--- config.mk ---
export PLATFORM = sky130hd
export DESIGN_NAME = ipic_top
export DESIGN_NICKNAME = d
export VERILOG_FILES = /design/src/ipic_cfg_pkg.sv /design/src/ipic_regmap_pkg.sv /design/src/ipic_prio_find.sv /design/src/ipic_pending.sv /design/src/ipic_csr.sv /design/src/ipic_service.sv /design/src/ipic_top.sv
export SDC_FILE = /design/constraint.sdc
export NUM_CORES = 1
export LEC_CHECK = 0
export CORE_ASPECT_RATIO = 1.25
export CORE_MARGIN = 2
export CORE_UTILIZATION = 30
export DETAILED_ROUTE_END_ITERATION = 8
export DONT_BUFFER_PORTS = 1
export GPL_TIMING_DRIVEN = 0
export PLACE_DENSITY = 0.49
export SETUP_SLACK_MARGIN = 0.05
export SYNTH_ARGS = -nofsm -noshare
export SYNTH_HDL_FRONTEND = slang
export SYNTH_SLANG_ARGS = --single-unit
--- constraint.sdc ---
create_clock -name clk -period 3.29 [get_ports clk]
set_clock_uncertainty 0.2 [all_clocks]
set_input_delay 0 -clock clk [delete_from_list [all_inputs] [get_ports clk]]
set_output_delay 0 -clock clk [all_outputs]
set_load 0.005 [all_outputs]
--- src/ipic_cfg_pkg.sv ---
// Line count must be a power of two between 2 and 32 so the void vector sets the top CISV bit
package ipic_cfg_pkg;

    // ----------------------------------------
    // Defaults
    // ----------------------------------------
    localparam int IPIC_N_LINES     = 16;   // Interrupt lines
    localparam int IPIC_SYNC_STAGES = 2;    // Synchronizer depth, always two

    // ----------------------------------------
    // Derived widths
    // ----------------------------------------

    // Bits to number one line
    function automatic int ipic_idx_w(input int n);
        return $clog2(n);
    endfunction

    // CISV width, one bit more than the index
    function automatic int ipic_vect_w(input int n);
        return $clog2(n) + 1;
    endfunction

    // Vector number meaning nothing in service
    function automatic int ipic_void_vect(input int n);
        return n;
    endfunction

endpackage

--- src/ipic_regmap_pkg.sv ---
// Register map for a 3-bit CSR window with 32-bit data; address 1 is reserved and reads zero
package ipic_regmap_pkg;

    // ----------------------------------------
    // Bus
    // ----------------------------------------
    localparam int IPIC_XLEN = 32;          // CSR data width

    typedef logic [2:0] ipic_addr_t;        // Register window

    // ----------------------------------------
    // Register addresses
    // ----------------------------------------
    localparam ipic_addr_t IPIC_CISV = 3'd0;    // Current vector in service, read only
    // Address 1 held the current line CSR, now reserved
    localparam ipic_addr_t IPIC_IPR  = 3'd2;    // Pending, write 1 to clear
    localparam ipic_addr_t IPIC_ISVR = 3'd3;    // In service, read only
    localparam ipic_addr_t IPIC_EOI  = 3'd4;    // End of interrupt, any data
    localparam ipic_addr_t IPIC_SOI  = 3'd5;    // Start of interrupt, any data
    localparam ipic_addr_t IPIC_IDX  = 3'd6;    // Line shown through ICSR
    localparam ipic_addr_t IPIC_ICSR = 3'd7;    // Control and status of IDX line

    // ----------------------------------------
    // ICSR fields
    // ----------------------------------------
    localparam int ICSR_IP     = 0;     // Pending, write 1 to clear
    localparam int ICSR_IE     = 1;     // Enable
    localparam int ICSR_IM     = 2;     // Mode, 0 level and 1 edge
    localparam int ICSR_INV    = 3;     // Invert line
    localparam int ICSR_IS     = 4;     // In service, read only
    localparam int ICSR_LN_LSB = 12;    // Line number field, read only

endpackage

--- src/ipic_prio_find.sv ---
// Pure combinational search; inputs above n_lines are padded to the next power of two as zero
`timescale 1ns/1ns

module ipic_prio_find
    import ipic_cfg_pkg::*;
#(
    parameter int n_lines = IPIC_N_LINES
) (
    input  logic [n_lines-1:0]             vec_i,      // Candidate lines
    output logic                           found_o,    // Some bit set
    output logic [ipic_idx_w(n_lines)-1:0] idx_o       // Lowest set bit
);

    localparam int idx_w = ipic_idx_w(n_lines);
    localparam int n_pad = 1 << idx_w;     // Leaves of the tree

    // Tree nodes, level 0 are the leaves
    logic [n_pad-1:0] node_vd [idx_w+1];
    logic [idx_w-1:0] node_ix [idx_w+1][n_pad];

    // ----------------------------------------
    // Pairwise stages
    // ----------------------------------------
    always_comb begin
        node_vd[0] = n_pad'(vec_i);
        for (int i = 0; i < n_pad; i++) begin
            node_ix[0][i] = '0;     // Leaf carries no index bits
        end
        for (int l = 1; l <= idx_w; l++) begin
            node_vd[l] = '0;
            for (int i = 0; i < n_pad; i++) begin
                node_ix[l][i] = '0;
            end
            for (int i = 0; i < (n_pad >> l); i++) begin
                node_vd[l][i] = node_vd[l-1][2*i] | node_vd[l-1][2*i+1];
                // Left child wins ties, lower index first
                node_ix[l][i] = node_vd[l-1][2*i] ? node_ix[l-1][2*i]
                                                  : node_ix[l-1][2*i+1];
                node_ix[l][i][l-1] = ~node_vd[l-1][2*i];   // Set when right half taken
            end
        end
    end

    assign found_o = node_vd[idx_w][0];     // Root
    assign idx_o   = node_ix[idx_w][0];

endmodule

--- src/ipic_pending.sv ---
// Lines are asynchronous and pass two flops; level mode uses the stored INV bit, not a pending write
`timescale 1ns/1ns

module ipic_pending
    import ipic_cfg_pkg::*;
#(
    parameter int n_lines = IPIC_N_LINES
) (
    input  logic               clk,
    input  logic               rst_n,
    input  logic [n_lines-1:0] irq_lines_i,    // Raw interrupt lines
    input  logic [n_lines-1:0] imr_i,          // Mode, 1 for edge
    input  logic [n_lines-1:0] iinvr_i,        // Inversion
    input  logic [n_lines-1:0] clr_req_i,      // Clears from IPR and ICSR writes
    input  logic [n_lines-1:0] soi_clr_i,      // Clear of the line just started
    output logic [n_lines-1:0] ipr_o           // Pending flags
);

    logic [n_lines-1:0] sync_q [IPIC_SYNC_STAGES];  // Synchronizer chain
    logic [n_lines-1:0] lines;                      // Synchronized lines
    logic [n_lines-1:0] lines_dly;                  // One cycle older copy
    logic [n_lines-1:0] lvl;                        // Active level after inversion
    logic [n_lines-1:0] edge_det;                   // Change towards active level
    logic [n_lines-1:0] clr;                        // Clears allowed this cycle
    logic [n_lines-1:0] ipr_q;
    logic [n_lines-1:0] ipr_next;

    // ----------------------------------------
    // Synchronizer and edge detect
    // ----------------------------------------
    always_ff @(posedge clk or negedge rst_n) begin
        if (!rst_n) begin
            for (int s = 0; s < IPIC_SYNC_STAGES; s++) begin
                sync_q[s] <= '0;
            end
            lines_dly <= '0;
        end else begin
            sync_q[0] <= irq_lines_i;
            for (int s = 1; s < IPIC_SYNC_STAGES; s++) begin
                sync_q[s] <= sync_q[s-1];
            end
            lines_dly <= lines;
        end
    end

    assign lines    = sync_q[IPIC_SYNC_STAGES-1];
    assign lvl      = lines ^ iinvr_i;
    assign edge_det = (lines ^ lines_dly) & lvl;    // Any change that lands active

    // ----------------------------------------
    // Pending register
    // ----------------------------------------

    // Level lines can only be cleared once inactive
    assign clr = (clr_req_i | soi_clr_i) & (~lvl | imr_i);

    always_comb begin
        for (int i = 0; i < n_lines; i++) begin
            if (clr[i]) begin
                ipr_next[i] = 1'b0;
            end else if (!imr_i[i]) begin
                ipr_next[i] = lvl[i];                   // Level follows line
            end else begin
                ipr_next[i] = ipr_q[i] | edge_det[i];   // Edge is sticky
            end
        end
    end

    always_ff @(posedge clk or negedge rst_n) begin
        if (!rst_n) begin
            ipr_q <= '0;
        end else begin
            ipr_q <= ipr_next;
        end
    end

    assign ipr_o = ipr_q;

endmodule

--- src/ipic_csr.sv ---
// Single-cycle strobes without stall; reads are combinational and zero when r_req_i is low
`timescale 1ns/1ns

module ipic_csr
    import ipic_cfg_pkg::*;
    import ipic_regmap_pkg::*;
#(
    parameter int n_lines = IPIC_N_LINES
) (
    input  logic                            clk,
    input  logic                            rst_n,
    input  logic                            r_req_i,     // Read strobe
    input  logic                            w_req_i,     // Write strobe
    input  ipic_addr_t                      addr_i,
    input  logic [IPIC_XLEN-1:0]            wdata_i,
    input  logic [n_lines-1:0]              ipr_i,       // Pending flags
    input  logic [n_lines-1:0]              isvr_i,      // In service flags
    input  logic [ipic_vect_w(n_lines)-1:0] cisv_i,      // Current vector
    output logic [IPIC_XLEN-1:0]            rdata_o,
    output logic [n_lines-1:0]              ier_o,       // Enables
    output logic [n_lines-1:0]              imr_o,       // Modes
    output logic [n_lines-1:0]              iinvr_o,     // Inversions
    output logic [n_lines-1:0]              clr_req_o,   // Pending clear requests
    output logic                            eoi_wr_o,    // EOI written
    output logic                            soi_wr_o     // SOI written
);

    localparam int idx_w = ipic_idx_w(n_lines);

    logic             idx_wr;
    logic             icsr_wr;
    logic             ipr_wr;
    logic [idx_w-1:0] idx_q;        // Line selected for ICSR
    logic [n_lines-1:0] ier_q;
    logic [n_lines-1:0] imr_q;
    logic [n_lines-1:0] iinvr_q;

    // ----------------------------------------
    // Write decode
    // ----------------------------------------
    always_comb begin
        eoi_wr_o = 1'b0;
        soi_wr_o = 1'b0;
        idx_wr   = 1'b0;
        icsr_wr  = 1'b0;
        ipr_wr   = 1'b0;
        if (w_req_i) begin
            case (addr_i)
                IPIC_IPR:  ipr_wr   = 1'b1;
                IPIC_EOI:  eoi_wr_o = 1'b1;
                IPIC_SOI:  soi_wr_o = 1'b1;
                IPIC_IDX:  idx_wr   = 1'b1;
                IPIC_ICSR: icsr_wr  = 1'b1;
                default:   ;        // CISV, ISVR and reserved ignore writes
            endcase
        end
    end

    // ----------------------------------------
    // IDX and per-line control
    // ----------------------------------------
    always_ff @(posedge clk or negedge rst_n) begin
        if (!rst_n) begin
            idx_q   <= '0;
            ier_q   <= '0;
            imr_q   <= '0;
            iinvr_q <= '0;
        end else begin
            if (idx_wr) begin
                idx_q <= wdata_i[idx_w-1:0];
            end
            if (icsr_wr) begin    // Only the IDX line changes
                ier_q[idx_q]   <= wdata_i[ICSR_IE];
                imr_q[idx_q]   <= wdata_i[ICSR_IM];
                iinvr_q[idx_q] <= wdata_i[ICSR_INV];
            end
        end
    end

    assign ier_o   = ier_q;
    assign imr_o   = imr_q;
    assign iinvr_o = iinvr_q;

    // Pending clears, filtered by line state in the pending block
    always_comb begin
        clr_req_o = '0;
        if (ipr_wr) begin
            clr_req_o = wdata_i[n_lines-1:0];
        end else if (icsr_wr) begin
            clr_req_o[idx_q] = wdata_i[ICSR_IP];
        end
    end

    // ----------------------------------------
    // Read multiplexer
    // ----------------------------------------
    always_comb begin
        rdata_o = '0;
        if (r_req_i) begin
            case (addr_i)
                IPIC_CISV: rdata_o = IPIC_XLEN'(cisv_i);
                IPIC_IPR:  rdata_o = IPIC_XLEN'(ipr_i);
                IPIC_ISVR: rdata_o = IPIC_XLEN'(isvr_i);
                IPIC_IDX:  rdata_o = IPIC_XLEN'(idx_q);
                IPIC_ICSR: begin
                    rdata_o[ICSR_IP]  = ipr_i[idx_q];
                    rdata_o[ICSR_IE]  = ier_q[idx_q];
                    rdata_o[ICSR_IM]  = imr_q[idx_q];
                    rdata_o[ICSR_INV] = iinvr_q[idx_q];
                    rdata_o[ICSR_IS]  = isvr_i[idx_q];
                    rdata_o[ICSR_LN_LSB +: idx_w] = idx_q;     // Echo of line number
                end
                default: rdata_o = '0;     // EOI, SOI and reserved read zero
            endcase
        end
    end

endmodule

--- src/ipic_service.sv ---
// Lower index wins; SOI only acts while the request is high, EOI only while a line is in service
`timescale 1ns/1ns

module ipic_service
    import ipic_cfg_pkg::*;
#(
    parameter int n_lines = IPIC_N_LINES
) (
    input  logic                            clk,
    input  logic                            rst_n,
    input  logic [n_lines-1:0]              ipr_i,        // Pending flags
    input  logic [n_lines-1:0]              ier_i,        // Enables
    input  logic                            eoi_wr_i,
    input  logic                            soi_wr_i,
    output logic                            irq_m_req_o,  // Machine interrupt to core
    output logic [n_lines-1:0]              soi_clr_o,    // One-hot pending clear
    output logic [n_lines-1:0]              isvr_o,
    output logic [ipic_vect_w(n_lines)-1:0] cisv_o
);

    localparam int idx_w  = ipic_idx_w(n_lines);
    localparam int vect_w = ipic_vect_w(n_lines);
    localparam logic [vect_w-1:0] void_vect = vect_w'(ipic_void_vect(n_lines));

    logic [n_lines-1:0] req_v;      // Pending and enabled
    logic               req_vd;
    logic [idx_w-1:0]   req_idx;    // Best candidate
    logic               serv_vd;    // Something in service
    logic [idx_w-1:0]   serv_idx;
    logic [n_lines-1:0] isvr_eoi;   // ISVR without current line
    logic               eoi_vd;
    logic [idx_w-1:0]   eoi_idx;    // Line to resume after EOI
    logic               irq_req;
    logic               start;
    logic               eoi;
    logic [n_lines-1:0] isvr_q;
    logic [vect_w-1:0]  cisv_q;

    // ----------------------------------------
    // Priority search
    // ----------------------------------------
    assign req_v = ipr_i & ier_i;

    ipic_prio_find #(
        .n_lines (n_lines)
    ) req_find_inst (
        .vec_i   (req_v),
        .found_o (req_vd),
        .idx_o   (req_idx)
    );

    // Void vector has the top bit set
    assign serv_vd  = ~cisv_q[vect_w-1];
    assign serv_idx = cisv_q[idx_w-1:0];

    always_comb begin
        isvr_eoi = isvr_q;
        if (serv_vd) begin
            isvr_eoi[serv_idx] = 1'b0;
        end
    end

    ipic_prio_find #(
        .n_lines (n_lines)
    ) eoi_find_inst (
        .vec_i   (isvr_eoi),
        .found_o (eoi_vd),
        .idx_o   (eoi_idx)
    );

    // Request only if idle or the candidate outranks CISV
    assign irq_req = req_vd & (~serv_vd | (req_idx < serv_idx));
    assign start   = soi_wr_i & irq_req;
    assign eoi     = eoi_wr_i & serv_vd;

    // ----------------------------------------
    // ISVR and CISV
    // ----------------------------------------
    always_ff @(posedge clk or negedge rst_n) begin
        if (!rst_n) begin
            isvr_q <= '0;
            cisv_q <= void_vect;
        end else if (start) begin
            isvr_q[req_idx] <= 1'b1;    // Nest the new line
            cisv_q          <= {1'b0, req_idx};
        end else if (eoi) begin
            isvr_q <= isvr_eoi;
            cisv_q <= eoi_vd ? {1'b0, eoi_idx} : void_vect;   // Resume outer line
        end
    end

    always_comb begin
        soi_clr_o = '0;
        if (start) begin
            soi_clr_o[req_idx] = 1'b1;
        end
    end

    assign irq_m_req_o = irq_req;
    assign isvr_o      = isvr_q;
    assign cisv_o      = cisv_q;

endmodule

--- src/ipic_top.sv ---
// CSR strobes are one cycle with no handshake; irq_lines_i may be asynchronous to clk
`timescale 1ns/1ns

module ipic_top
    import ipic_cfg_pkg::*;
    import ipic_regmap_pkg::*;
#(
    parameter int n_lines = IPIC_N_LINES
) (
    input  logic                 clk,
    input  logic                 rst_n,
    input  logic [n_lines-1:0]   irq_lines_i,    // External interrupt lines
    input  logic                 r_req_i,        // CSR read strobe
    input  logic                 w_req_i,        // CSR write strobe
    input  ipic_addr_t           addr_i,
    input  logic [IPIC_XLEN-1:0] wdata_i,
    output logic [IPIC_XLEN-1:0] rdata_o,
    output logic                 irq_m_req_o     // To core
);

    localparam int vect_w = ipic_vect_w(n_lines);

    // ----------------------------------------
    // Block wires
    // ----------------------------------------
    logic [n_lines-1:0] imr;
    logic [n_lines-1:0] iinvr;
    logic [n_lines-1:0] ier;
    logic [n_lines-1:0] clr_req;
    logic [n_lines-1:0] ipr;
    logic [n_lines-1:0] soi_clr;
    logic [n_lines-1:0] isvr;
    logic [vect_w-1:0]  cisv;
    logic               eoi_wr;
    logic               soi_wr;

    ipic_pending #(
        .n_lines (n_lines)
    ) ipic_pending_inst (
        .clk         (clk),
        .rst_n       (rst_n),
        .irq_lines_i (irq_lines_i),
        .imr_i       (imr),
        .iinvr_i     (iinvr),
        .clr_req_i   (clr_req),
        .soi_clr_i   (soi_clr),
        .ipr_o       (ipr)
    );

    ipic_csr #(
        .n_lines (n_lines)
    ) ipic_csr_inst (
        .clk       (clk),
        .rst_n     (rst_n),
        .r_req_i   (r_req_i),
        .w_req_i   (w_req_i),
        .addr_i    (addr_i),
        .wdata_i   (wdata_i),
        .ipr_i     (ipr),
        .isvr_i    (isvr),
        .cisv_i    (cisv),
        .rdata_o   (rdata_o),
        .ier_o     (ier),
        .imr_o     (imr),
        .iinvr_o   (iinvr),
        .clr_req_o (clr_req),
        .eoi_wr_o  (eoi_wr),
        .soi_wr_o  (soi_wr)
    );

    ipic_service #(
        .n_lines (n_lines)
    ) ipic_service_inst (
        .clk         (clk),
        .rst_n       (rst_n),
        .ipr_i       (ipr),
        .ier_i       (ier),
        .eoi_wr_i    (eoi_wr),
        .soi_wr_i    (soi_wr),
        .irq_m_req_o (irq_m_req_o),
        .soi_clr_o   (soi_clr),
        .isvr_o      (isvr),
        .cisv_o      (cisv)
    );

endmodule

* Yosys cells after proc, flatten, opt, wreduce, memory -nomap -nowiden
Cells that the tools add are included.
** Storage, ports and cells
- Register bits :: 137
- Input bits :: 55
- Output and inout bits :: 33
- Logic and storage cells :: 209
** Operators by class
- Magnitude comparators :: 7
- Eq/ne operators :: 6
- Muxes and demuxes :: 88
- Bitwise logic cells :: 93
- Reduce and logical (&&, ||, !) cells :: 5
** Operator list (number)
- 2-to-1 mux 16 bit :: 7
- bitwise AND 16 bit :: 5
- 2-to-1 mux 1 bit :: 58
- bitwise mux 16 bit :: 3
- OR 16 bit :: 3
- OR 1 bit :: 47
- inverter 16 bit :: 2
- XOR 16 bit :: 2
- inverter 1 bit :: 31
- one-hot mux 5 bit (5 select lines) :: 1
- binary-select mux 1 bit (select 4 bit) :: 5
- < comparator 4 x 5 -> 1 bit (second input constant) :: 3
- 2-to-1 mux 5 bit :: 3
- one-hot mux 7 bit (2 select lines) :: 1
- demux 1 bit (select 4 bit) :: 3
- equality test 3 bit (second input constant) :: 4
- >= comparator 4 x 1 -> 1 bit (second input constant) :: 3
- one-hot mux 4 bit (3 select lines) :: 1
- 2-to-1 mux 2 bit :: 4
- equality test 3 x 2 -> 1 bit (second input constant) :: 2
- 2-to-1 mux 3 bit :: 2
- < comparator 4 bit :: 1
- bitwise AND 1 bit :: 3
- logical AND 1 bit :: 3
- other kinds (2) :: 2

* Depth between registers and ports, before layout
Gate-level depths: netlist of run 1.
- Depth in word-level cells :: 14
- Mapped depth :: 12

* Modules after synthesis
Synthesis of run 1 repeated with hierarchy kept, for this count alone.
** Second synthesis, totals
- Cell total of the unflattened synthesis :: 696
- Area, all modules :: 7952.6 sq um
** Modules (own cells, without submodules)
- ipic_csr :: times used 1, cells each 315, area each 3532.1 sq um, sequential area each 1301.2 sq um
- ipic_pending :: times used 1, cells each 146, area each 2524.9 sq um, sequential area each 1601.5 sq um
- ipic_service :: times used 1, cells each 189, area each 1592.8 sq um, sequential area each 526.8 sq um
- ipic_prio_find :: times used 2, cells each 23, area each 151.4 sq um, sequential area each 0.0 sq um

* Least setup slack after synthesis of run 1
Ideal clock, no wire load.
- Path kind :: reg2reg
- Start :: register ipic_pending_inst.ipr_q[0] (netlist: ipic_pending_inst.ipr_o[0])
- End :: register ipic_service_inst.cisv_q[2] (netlist: ipic_service_inst.cisv_o[2])
- Library setup time :: 0.126 ns
- Arrival time :: 3.161 ns
- Setup slack :: -0.197 ns
- Cell stages (with the launch flop) :: 13
- Path buffers :: 0
- Clock period less this slack :: 3.487 ns
- Cells stage by stage :: dfrtp_1 > a22o_1 > nor4_4 > or2b_1 > and2_1 > ha_1 > a211oi_1 > o21ai_0 > a31oi_1 > o21ai_2 > a21oi_4 > nor2_2 > a221o_1
** On the way
- Word-level cells in the longest chain between the ends :: 10
- Elaborated cells between the ends (all ways) :: 18
- Classes of those cells :: order compare: 1; mux: 4; bitwise: 12; reduce/logical: 1
** RTL lines
- from (decl) :: RTL line ipic_pending.sv:25 : logic [n_lines-1:0] ipr_q;
- from (signal assigned) :: RTL line ipic_pending.sv:73 : ipr_q <= ipr_next;
- bitwise AND 16 bit * :: RTL line ipic_service.sv:42 : assign req_v = ipr_i & ier_i;
- OR 1 bit or inverter 1 bit (tied branches) :: RTL line ipic_prio_find.sv:35, ipic_prio_find.sv:39
- 2-to-1 mux 1 bit, or another cell as far along :: RTL line ipic_prio_find.sv:37 : node_ix[l][i] = node_vd[l-1][2*i] ? node_ix[l-1][2*i]
- 2-to-1 mux 2 bit, or another cell as far along :: RTL line ipic_prio_find.sv:37
- 2-to-1 mux 3 bit or inverter 1 bit (tied branches) :: RTL line ipic_prio_find.sv:37, ipic_prio_find.sv:39
- < comparator 4 bit :: RTL line ipic_service.sv:72 : assign irq_req = req_vd & (~serv_vd | (req_idx < serv_idx));
- OR 1 bit :: RTL line ipic_service.sv:72
- bitwise AND 1 bit :: RTL line ipic_service.sv:72
- bitwise AND 1 bit :: RTL line ipic_service.sv:73 : assign start = soi_wr_i & irq_req;
- 2-to-1 mux 5 bit or nonzero test 2 bit (tied branches)
- to (signal assigned) :: RTL line ipic_service.sv:82 : cisv_q <= void_vect;
- to (signal assigned) :: RTL line ipic_service.sv:85 : cisv_q <= {1'b0, req_idx};
- to (signal assigned) :: RTL line ipic_service.sv:88 : cisv_q <= eoi_vd ? {1'b0, eoi_idx} : void_vect;
- to (decl) :: RTL line ipic_service.sv:37 : logic [vect_w-1:0] cisv_q;
Every way passes the cells marked *; elsewhere a longest branch is shown, timed or not.
A chain may end at the register's enable or synchronous reset.

* Worst setup path in the final report of run 1
- Start :: register ipic_pending_inst.ipr_q[3] (netlist: ipic_pending_inst.ipr_o[3])
- End :: register ipic_service_inst.cisv_q[2] (netlist: ipic_service_inst.cisv_o[2])
** On the way
- Word-level cells in the longest chain between the ends :: 10
- Elaborated cells between the ends (all ways) :: 15
- Classes of those cells :: order compare: 1; mux: 3; bitwise: 10; reduce/logical: 1
** RTL lines
- bitwise AND 16 bit * :: RTL line ipic_service.sv:42
- OR 1 bit * (2 in series) :: RTL line ipic_prio_find.sv:35 : node_vd[l][i] = node_vd[l-1][2*i] | node_vd[l-1][2*i+1];
- 2-to-1 mux 2 bit, or another cell as far along :: RTL line ipic_prio_find.sv:37
- 2-to-1 mux 3 bit or inverter 1 bit (tied branches) :: RTL line ipic_prio_find.sv:37, ipic_prio_find.sv:39
- < comparator 4 bit :: RTL line ipic_service.sv:72
- OR 1 bit :: RTL line ipic_service.sv:72
- bitwise AND 1 bit :: RTL line ipic_service.sv:72
- bitwise AND 1 bit :: RTL line ipic_service.sv:73
- 2-to-1 mux 5 bit or nonzero test 2 bit (tied branches)
Marks and branches as above.

==> results.json, run 1 <==
{
  "dieArea_um2": 26200,
  "core_area_um2": 24400,
  "hold_buffers": 53,
  "crit_chain": "a22o_4 -> nor4_4 -> or2b_4 -> and2_4 -> ha_4 -> a211oi_4 -> o21ai_4 -> a31oi_4 -> o21ai_4 -> a21oi_4 -> buf_12 -> nor2_4 -> a221o_1",
  "synth-compound-area-share_pct": 17.0,
  "report.final.slew_viol_count": 0,
  "p_int_mw": 4.26,
  "leakage_nw": 3.86,
  "slew-limit-headroom_pct": 29.4,
  "power.density_nw_per_um2": 744,
  "worstRegToRegCells": 13,
  "ys_seq_elements": 137,
  "cp.arrival_ns": 3.56,
  "rrSetupSlack_ns": -0.16,
  "htree_levels": 4,
  "wirelength_um": 26700,
  "fin_area_um2": 9500,
  "antenna_found_initial": 2,
  "p_clk_share_pct": 26.8,
  "cts_buffers": 17,
  "ys_seq_area_share_pct": 46.0,
  "track_usage_pct": 20.4,
  "grt_pass1_wl_um": 39400,
  "yosysMostFrequentCell": "dfrtp_1",
  "drt_iter0_drc": 457,
  "synth_cell_types": 70,
  "clock_path_buffers": 2,
  "tritoncts": "built",
  "synth-xor-area-share_pct": 0.117,
  "r2r_start": "ipic_pending_inst.ipr_o[3]",
  "synth_edf_count": 0,
  "post-route-period-util_pct": 105,
  "final_hold_viol_count": 137,
  "place_area_um2": 7950,
  "synth_top_family_by_area": "multiplexers",
  "synth-adder-area-share_pct": 0.503,
  "yosysWarningCount": 0,
  "cp_data_required_time_ns": 3.41,
  "cap_violations": 0,
  "drive_gt1_share_pct": 27.9,
  "route.detailed.drc": 0,
  "io_pins": 88,
  "yosys-top-cells-count": "dfrtp_1 (136), o21ai_0 (59), mux2_2 (58)",
  "swShare_pct": 39.7,
  "syn_area_um2": 7460,
  "finish.utilization_pct": 38.9,
  "synthMuxAreaShare_pct": 18.7,
  "fmax_mhz": 290,
  "postSynthAreaPerCell_um2": 11.1,
  "violations": "negative hold slack, negative setup slack",
  "cpMaxStageDelayCell": "dfrtp_2",
  "place.gp.congestion": 0.944,
  "clk_pin_slew_ns": 0.06,
  "switchingPower_mw": 2.81,
  "grt_pass1_vias": 6357,
  "worst_path_most_repeated_cell": "o21ai_4",
  "hold_class": "input port to asynchronous set/reset pin",
  "synthTopCellsByArea": "dfrtp_1 (46%), mux2_2 (8.8%), mux4_2 (7.5%)",
  "slowest_delay_ns": 0.43,
  "critPathKind": "flip-flop to flip-flop",
  "ir_drop_uv": 442,
  "syn2layout_area_growth_pct": 27.4,
  "nets": 845,
  "setup_violations": 28,
  "die_h_um": 180,
  "rows": 64,
  "synth_cells": 675,
  "vias": 6229,
  "cp-start-kind": "flip-flop",
  "fin_crit_ns": 3.45,
  "pwr-share-seq_pct": 33.7,
  "root_buffer": "clkbuf_16",
  "pwr-share-comb_pct": 39.5,
  "synth.top_cell.area_share_pct": 45.6,
  "holdWs_ns": -0.921,
  "cp-end-kind": "flip-flop",
  "synth-simple-area-share_pct": 13.9,
  "overflow": 0,
  "worst_slack_ns": -0.155,
  "rsz0062_at_grt": "yes",
  "reg2reg_to": "ipic_service_inst.cisv_o[2]",
  "synthFlopType": "dfrtp_1",
  "synth-async-reset-ratio_pct": 100,
  "die_w_um": 145,
  "vias_per_cell": 5.49,
  "io_buffers": 0,
  "outcome": "finished, violations left",
  "worstPathMaxFanout": 8,
  "start_util_pct": 30.5,
  "clkSinkCount": 137,
  "insertion_delay_ns": 0.43,
  "drtAntennaViolNets": 0,
  "routedWlPerCell_um": 23.6,
  "dr.pass1.iters": 5,
  "grt_max_degree": 138,
  "worst_slew_pin_slew_ns": 1.06,
  "yosysTopAreaCell": "dfrtp_1",
  "dp.final_hpwl_um": 19000
}
## flip-flops by register name, summed over array words and instances, names as in the netlist
register and cells:
ipic_csr_inst.idx_q 4, ipic_csr_inst.ier_o 16, ipic_csr_inst.iinvr_o 16, ipic_csr_inst.imr_o 16, ipic_pending_inst.ipr_o 16, ipic_pending_inst.lines 16
ipic_pending_inst.lines_dly 16, ipic_pending_inst.sync_q 16, ipic_service_inst.cisv_o 5, ipic_service_inst.isvr_o 16
## per-stage QoR
step | hold WS (ns) | std cells | TNS (ns) | worst slack, ns | power (mW)
floorplan | -0.496 | 690 | 0 | 0.0143 | 3.78
finish | -0.921 | 1134 | -2.50 | -0.155 | 7.07
global placement | -0.490 | 1020 | -27.85 | -1.03 | 4.60
global route | -0.956 | 1133 | -5.28 | -0.261 | 7.37
CTS | -0.966 | 1122 | -2.58 | -0.172 | 6.89
detailed placement | -0.489 | 1020 | -28.48 | -1.06 | 4.64
## critical path: cells and delay by family, from the launching register on
family / cells / cell delay [ns]
flops: 1 / 0.43
simple gates: 4 / 0.91
buf+inv: 1 / 0.14
fa+ha+maj: 1 / 0.25
compound gates: 7 / 1.41
## cells in the final DEF (no fill, tap or decap), drive strengths merged, types with 3 or more instances in the layout
cell type and n:
clkinv 6, buf 56, diode 4, nor2b 25, a41oi 4, mux2 58
or4b 3, a21oi 25, o31ai 7, nand3b 5, o211ai 4, a31oi 6
a211oi 12, a32oi 6, nand2 42, inv 13, o21ai 61, mux4 25
nor3 12, mux2i 18, nor3b 14, nor2 43, conb 16, clkbuf 31
dfrtp 136, a221o 6, o2111ai 3, dlygate4sd3 53, nand4b 3, a22oi 18
clkinvlp 5, nand2b 12, and2 4, a22o 12, ha 3, a221oi 5
a2bb2oi 4, nand3 12
## repair_timing
action	4_1_cts	5_1_grt
pin swaps	6	5
resized for setup	45	26
hold endpoints to repair	219	137
setup endpoints to repair	40	37
setup buffers	17	8
cloned	0	0
## layout make-up
class	count	area, µm²
Inverter	15	60.1
Clock inverter	11	123
Multi-Input combinational cell	497	4040
Fill cell	2395	14900
Antenna cell	4	10.0
Timing Repair Buffer	78	731
Sequential cell	137	3440
Buffer	41	231
Clock buffer	21	460
Tap cell	330	413
## power groups by stage
stage / Clock [mW] / Sequential (mW) / Combinational, mW
2_1_floorplan: 0 / 2.24 / 1.54
3_3_place_gp: 0 / 2.41 / 2.18
3_5_place_dp: 0 / 2.43 / 2.21
4_1_cts: 1.95 / 2.37 / 2.57
5_1_grt: 2.02 / 2.42 / 2.93
6_report: 1.90 / 2.39 / 2.79
## worst max path at each step
stage	slack, ns	startpoint	to	cells after the start
after floorplan	0.01	ipic_csr_inst.ier_o[2]	ipic_service_inst.cisv_o[2]	12
after global placement	-1.03	ipic_pending_inst.ipr_o[4]	ipic_pending_inst.ipr_o[3]	12
after detailed placement	-1.06	ipic_pending_inst.ipr_o[4]	ipic_pending_inst.ipr_o[3]	12
after CTS	-0.17	ipic_pending_inst.ipr_o[2]	ipic_service_inst.cisv_o[2]	13
after global routing	-0.26	ipic_pending_inst.ipr_o[2]	ipic_service_inst.cisv_o[3]	13
final	-0.16	ipic_pending_inst.ipr_o[3]	ipic_service_inst.cisv_o[2]	13
## cells by family (layout without fill, tap and decap cells)
group / Yosys count / count (layout)
flops: 137 / 137
other cells: 1 / 20
buf+inv: 56 / 166
simple gates: 190 / 190
mux: 101 / 101
compound gates: 186 / 186
xor+xnor: 1 / 1
fa+ha+maj: 3 / 3
## routing by layer
layer | GRT usage [%] | wire [µm] | vias to the layer above
li1 | - | - | 2776
met1 | 23.4 | 10500 | 3121
met2 | 33.8 | 13100 | 253
met3 | 4.25 | 1520 | 79
met4 | 14.4 | 1610 | 0
met5 | 0 | 0 | -
Power figures use the tool's default switching activity.
==> run 2: changes to the inputs <==
PLACE_DENSITY = 0.48   (was 0.49)
clock period = 3.87 ns   (was 3.29 ns; I/O delays follow)
==> run 2 against run 1 <==
The flow finishes with violations (negative hold slack). Combinational power down 29%. Final area down 2.9%. Cell count down 2.3%. Non-clock buffer count down 21. Largest cell class unchanged. Sequential cell count unchanged. Highest routed layer unchanged. Total power down 17%. Largest power group is now sequential cells. Global-route usage down 0.23 points. Clock power down 5%. Worst setup slack better by 0.26 ns. Sequential share of layout area up 1.0 points. First-iteration DRC count down 4.2%.
==> results.json, run 2 (synthesized netlist as in run 1, its figures left out) <==
{
  "dp.final_hpwl_um": 19100,
  "fmax_mhz": 266,
  "r2r_start": "ipic_pending_inst.ipr_o[2]",
  "track_usage_pct": 20.1,
  "cpMaxStageDelayCell": "nor2_1",
  "critPathTopFamily": "simple AND/OR/NAND/NOR gates",
  "num-fill-cells": 2404,
  "cp_data_required_time_ns": 3.95,
  "io_pins": 88,
  "dieArea_um2": 26200,
  "fin_crit_ns": 3.76,
  "switchingPower_mw": 2.19,
  "p_clk_share_pct": 30.9,
  "insertion_delay_ns": 0.43,
  "cp.arrival_ns": 3.85,
  "clkSinkCount": 137,
  "critPathBufInv": 0,
  "post-route-period-util_pct": 97.2,
  "pwr-share-comb_pct": 34.0,
  "power.density_nw_per_um2": 635,
  "syn2layout_area_growth_pct": 23.8,
  "place_area_um2": 7930,
  "io_buffers": 0,
  "holdWs_ns": -0.0869,
  "start_util_pct": 30.5,
  "drive_gt1_share_pct": 21.8,
  "pwr-share-seq_pct": 35.1,
  "nets": 824,
  "report.final.slew_viol_count": 0,
  "p_int_mw": 3.67,
  "place.gp.congestion": 0.938,
  "swShare_pct": 37.3,
  "hold_class": "input port to asynchronous set/reset pin",
  "slew-limit-headroom_pct": 40.3,
  "clk_pin_slew_ns": 0.06,
  "die_w_um": 145,
  "violations": "negative hold slack",
  "rows": 64,
  "drt_iter0_drc": 438,
  "cts_buffers": 17,
  "tritoncts": "built",
  "layout_common_cells": "dfrtp_1 (133), mux2_2 (58), o21ai_0 (54)",
  "dr.pass1.iters": 7,
  "antenna_found_initial": 0,
  "routedWlPerCell_um": 23.3,
  "grt_pass1_wl_um": 39200,
  "die_h_um": 180,
  "cp-end-kind": "flip-flop",
  "critPathKind": "flip-flop to flip-flop",
  "power_mw": 5.86,
  "vias": 6146,
  "worst_slew_pin_slew_ns": 0.896,
  "worstRegToRegCells": 11,
  "rrSetupSlack_ns": 0.11,
  "vias_per_cell": 5.55,
  "fin_area_um2": 9230,
  "worstPathMaxFanout": 7,
  "clock_path_buffers": 2,
  "drtAntennaViolNets": 0,
  "root_buffer": "clkbuf_16",
  "final_hold_viol_count": 7,
  "crit_chain": "a22o_1 -> nor4_4 -> or2b_1 -> and2_1 -> ha_1 -> a211oi_2 -> o21ai_2 -> a31oi_4 -> o21ai_4 -> nor2_1 -> a32oi_1",
  "route.detailed.drc": 0,
  "outcome": "finished, violations left",
  "reg2reg_to": "ipic_pending_inst.ipr_o[14]",
  "worst_slack_ns": 0.107,
  "core_area_um2": 24400,
  "leakage_nw": 3.74,
  "htree_levels": 4,
  "cap_violations": 0,
  "overflow": 0,
  "wirelength_um": 25800,
  "setup_violations": 0,
  "cp-start-kind": "flip-flop",
  "rsz0062_at_grt": "yes",
  "grt_max_degree": 138,
  "slowest_delay_ns": 0.49,
  "ir_drop_uv": 303,
  "grt_pass1_vias": 6261,
  "place_ws_ns": -0.524,
  "mostFrequentLayoutCell": "dfrtp_1"
}
-- run 2: worst max path at each step --
| stage | startpoint | depth (start not counted) | slack [ns] | to |
|---|---|---|---|---|
| 6_report | ipic_pending_inst.ipr_o[2] | 11 | 0.11 | ipic_pending_inst.ipr_o[14] |
| 5_1_grt | ipic_pending_inst.ipr_o[2] | 11 | 0.05 | ipic_pending_inst.ipr_o[6] |
| 4_1_cts | ipic_pending_inst.ipr_o[2] | 12 | 0.06 | ipic_service_inst.cisv_o[2] |
| 3_5_place_dp | ipic_pending_inst.ipr_o[0] | 12 | -0.52 | ipic_pending_inst.ipr_o[3] |
| 3_3_place_gp | ipic_pending_inst.ipr_o[0] | 12 | -0.56 | ipic_pending_inst.ipr_o[3] |
| 2_1_floorplan | ipic_pending_inst.ipr_o[0] | 12 | 0.38 | ipic_service_inst.cisv_o[2] |
-- run 2: per-layer routing --
metal	track usage, %	vias to the layer above	wire length [µm]
li1	-	2728	-
met1	23.5	3160	10300
met2	34.8	204	13100
met3	4.03	54	1260
met4	10.8	0	1130
met5	0	-	0
-- run 2: what timing repair did --
| action | in CTS | in global routing |
|---|---|---|
| gates resized for setup | 10 | 8 |
| pin swaps | 2 | 0 |
| setup buffers | 2 | 1 |
| hold buffers | 54 | 0 |
| endpoints found under the setup margin | 32 | 27 |
| endpoints found under the hold margin | 218 | 0 |
-- run 2: final cells by class --
class	count	area (µm²)	share of cell area [%]
multi-input cells	497	3860	41.8
flip-flops and latches	137	3430	37.2
repair buffers	57	593	6.42
clock buffers	23	488	5.29
well taps	330	413	4.47
plain buffers	41	225	2.44
clock inverters	7	164	1.78
inverters	15	56.3	0.610
diodes	1	2.50	0.0271
-- run 2: through the flow --
| step | cells | TNS, ns | util, % |
|---|---|---|---|
| floorplan | 690 | 0 | - |
| detailed placement | 1020 | -10.89 | 32.5 |
| global placement | 1020 | -11.77 | 32.5 |
| finish | 1108 | 0 | 37.8 |
| CTS | 1106 | 0 | 37.6 |
| global route | 1107 | 0 | 37.8 |
-- run 2: power groups by stage --
stage	Clock, mW	Sequential, mW	Combinational [mW]
global placement	0	2.05	1.80
global route	1.93	2.10	2.13
CTS	1.85	2.04	1.95
floorplan	0	1.91	1.27
finish	1.81	2.06	1.99
detailed placement	0	2.06	1.81
==> run 3: changes to the inputs <==
GPL_TIMING_DRIVEN = unset   (was 0)
clock period = 3.5 ns   (was 3.87 ns; I/O delays follow)
==> run 3 against run 2 <==
The run still ends with negative hold slack left. Combinational power is 22% higher. Global-route usage is 1.2 points lower. Hold slack better by 0.067 ns. Total power is 12% higher. Routed wire length is 5.7% lower. Critical path depth is 1 higher. Clock-buffer cell count is 5 lower. Sequential cell count stayed put. Sequential share of layout area is 0.44 points lower. Highest routed layer unchanged.
==> results.json, run 3 (synthesized netlist as in run 1, its figures left out) <==
{
  "outcome": "finished, violations left",
  "violations": "negative hold slack",
  "cap_violations": 0,
  "cp.arrival_ns": 3.43,
  "finish.utilization_pct": 38.2,
  "worst_slew_pin_slew_ns": 0.971,
  "overflow": 0,
  "io_buffers": 0,
  "fin_crit_ns": 3.31,
  "wirelength_um": 24400,
  "setup_violations": 0,
  "report.final.slew_viol_count": 0,
  "die_h_um": 180,
  "dp.final_hpwl_um": 17600,
  "critPathKind": "flip-flop to flip-flop",
  "clock_path_buffers": 2,
  "io_pins": 88,
  "power.density_nw_per_um2": 701,
  "worstRegToRegCells": 12,
  "nets": 831,
  "cp-start-kind": "flip-flop",
  "htree_levels": 4,
  "route.detailed.drc": 0,
  "clkSinkCount": 137,
  "tritoncts": "built",
  "rows": 64,
  "rsz0062_at_grt": "no",
  "place_ws_ns": 0.0467,
  "ir_drop_uv": 404,
  "holdWs_ns": -0.0202,
  "cts_buffers": 17,
  "start_util_pct": 30.5,
  "clk_pin_slew_ns": 0.07,
  "grt_pass1_vias": 6335,
  "antenna_found_initial": 1,
  "vias_per_cell": 5.46,
  "die_w_um": 145,
  "root_buffer": "clkbuf_16",
  "worst_slack_ns": 0.188,
  "setup_tns_ns": 0,
  "leakage_nw": 3.81,
  "drtAntennaViolNets": 0,
  "hold_class": "input port to asynchronous set/reset pin",
  "core_area_um2": 24400,
  "grt_pass1_wl_um": 37900,
  "dieArea_um2": 26200,
  "drive_gt1_share_pct": 24.0,
  "dr.pass1.iters": 5,
  "mostFrequentLayoutCell": "dfrtp_1",
  "drt_iter0_drc": 452,
  "place.gp.congestion": 0.991,
  "post-route-period-util_pct": 94.6,
  "track_usage_pct": 18.9,
  "layout_common_cells": "dfrtp_1 (136), mux2_2 (58), dlygate4sd3_1 (56)",
  "worstPathMaxFanout": 6,
  "syn2layout_area_growth_pct": 25.1,
  "cp_data_required_time_ns": 3.62,
  "num-fill-cells": 2400,
  "routedWlPerCell_um": 21.8,
  "final_hold_viol_count": 7,
  "slew-limit-headroom_pct": 35.3,
  "fmax_mhz": 302,
  "cp-end-kind": "flip-flop",
  "vias": 6098,
  "grt_max_degree": 138,
  "insertion_delay_ns": 0.43
}
run 3: through the flow:
| step | hold WS (ns) | area, µm² | std cells | total power [mW] |
|---|---|---|---|---|
| 3_5_place_dp | -0.484 | 8070 | 1025 | 4.49 |
| 5_1_grt | 0.00229 | 9330 | 1117 | 6.88 |
| 2_1_floorplan | -0.496 | 7520 | 690 | 3.53 |
| 4_1_cts | 0.000546 | 9250 | 1112 | 6.49 |
| 6_report | -0.0202 | 9330 | 1117 | 6.55 |
| 3_3_place_gp | -0.484 | 8070 | 1025 | 4.46 |
run 3: path summary, 6_finish.rpt:
check                                             start                         endpoint  slack (ns)
max reg2reg                  ipic_pending_inst.ipr_o[2]      ipic_service_inst.cisv_o[3]        0.19
min reg2reg                ipic_pending_inst.sync_q[30]      ipic_pending_inst.lines[14]        0.15
max in group asynchronous                         rst_n  ipic_pending_inst.lines_dly[13]        2.50
min in group clk                              addr_i[0]                       rdata_o[7]           0
max                          ipic_pending_inst.ipr_o[2]      ipic_service_inst.cisv_o[3]        0.19
min                                               rst_n     ipic_pending_inst.sync_q[17]       -0.02
run 3: critical path, stage by stage, from the launching register on:
cell and delay (ns):
dfrtp_1 0.37, a22o_1 0.29, nor4_4 0.29, or2b_1 0.26
and2_1 0.21, ha_4 0.24, a211oi_2 0.28, o21ai_2 0.11
a31oi_4 0.19, o21ai_4 0.13, a21oi_4 0.24, nor2_2 0.07
a221o_1 0.32
run 3: area by class of cell:
cell class	instances	area [µm²]	share of cell area, %
multi-input cells	497	3860	41.3
well taps	330	413	4.42
diodes	1	2.50	0.0268
inverters	15	56.3	0.603
repair buffers	105	961	10.3
flip-flops and latches	137	3430	36.7
clock inverters	14	173	1.85
clock buffers	18	439	4.71
run 3: report_power, final:
| group | total, mW | internal [mW] | leakage, nW | switching, mW |
|---|---|---|---|---|
| Sequential | 2.26 | 1.85 | 1.72 | 0.410 |
| Combinational | 2.42 | 1.08 | 1.79 | 1.34 |
| Clock | 1.86 | 1.14 | 0.297 | 0.718 |
run 3: metal layers:
metal | track usage [%] | share of wire (%) | vias to the layer above
li1 | - | - | 2734
met2 | 32.6 | 50 | 255
met3 | 3.49 | 6.4 | 57
met5 | 0 | 0 | -
met4 | 8.87 | 3.6 | 0
met1 | 23.0 | 40 | 3052
run 3: timing repair:
item                                    in CTS  in global routing
resized for setup                            1                 13
hold endpoints to repair                   239                  1
pin swaps                                    2                  3
setup buffers                                0                  2
hold buffers                                55                  2
endpoints found under the setup margin       2                 29
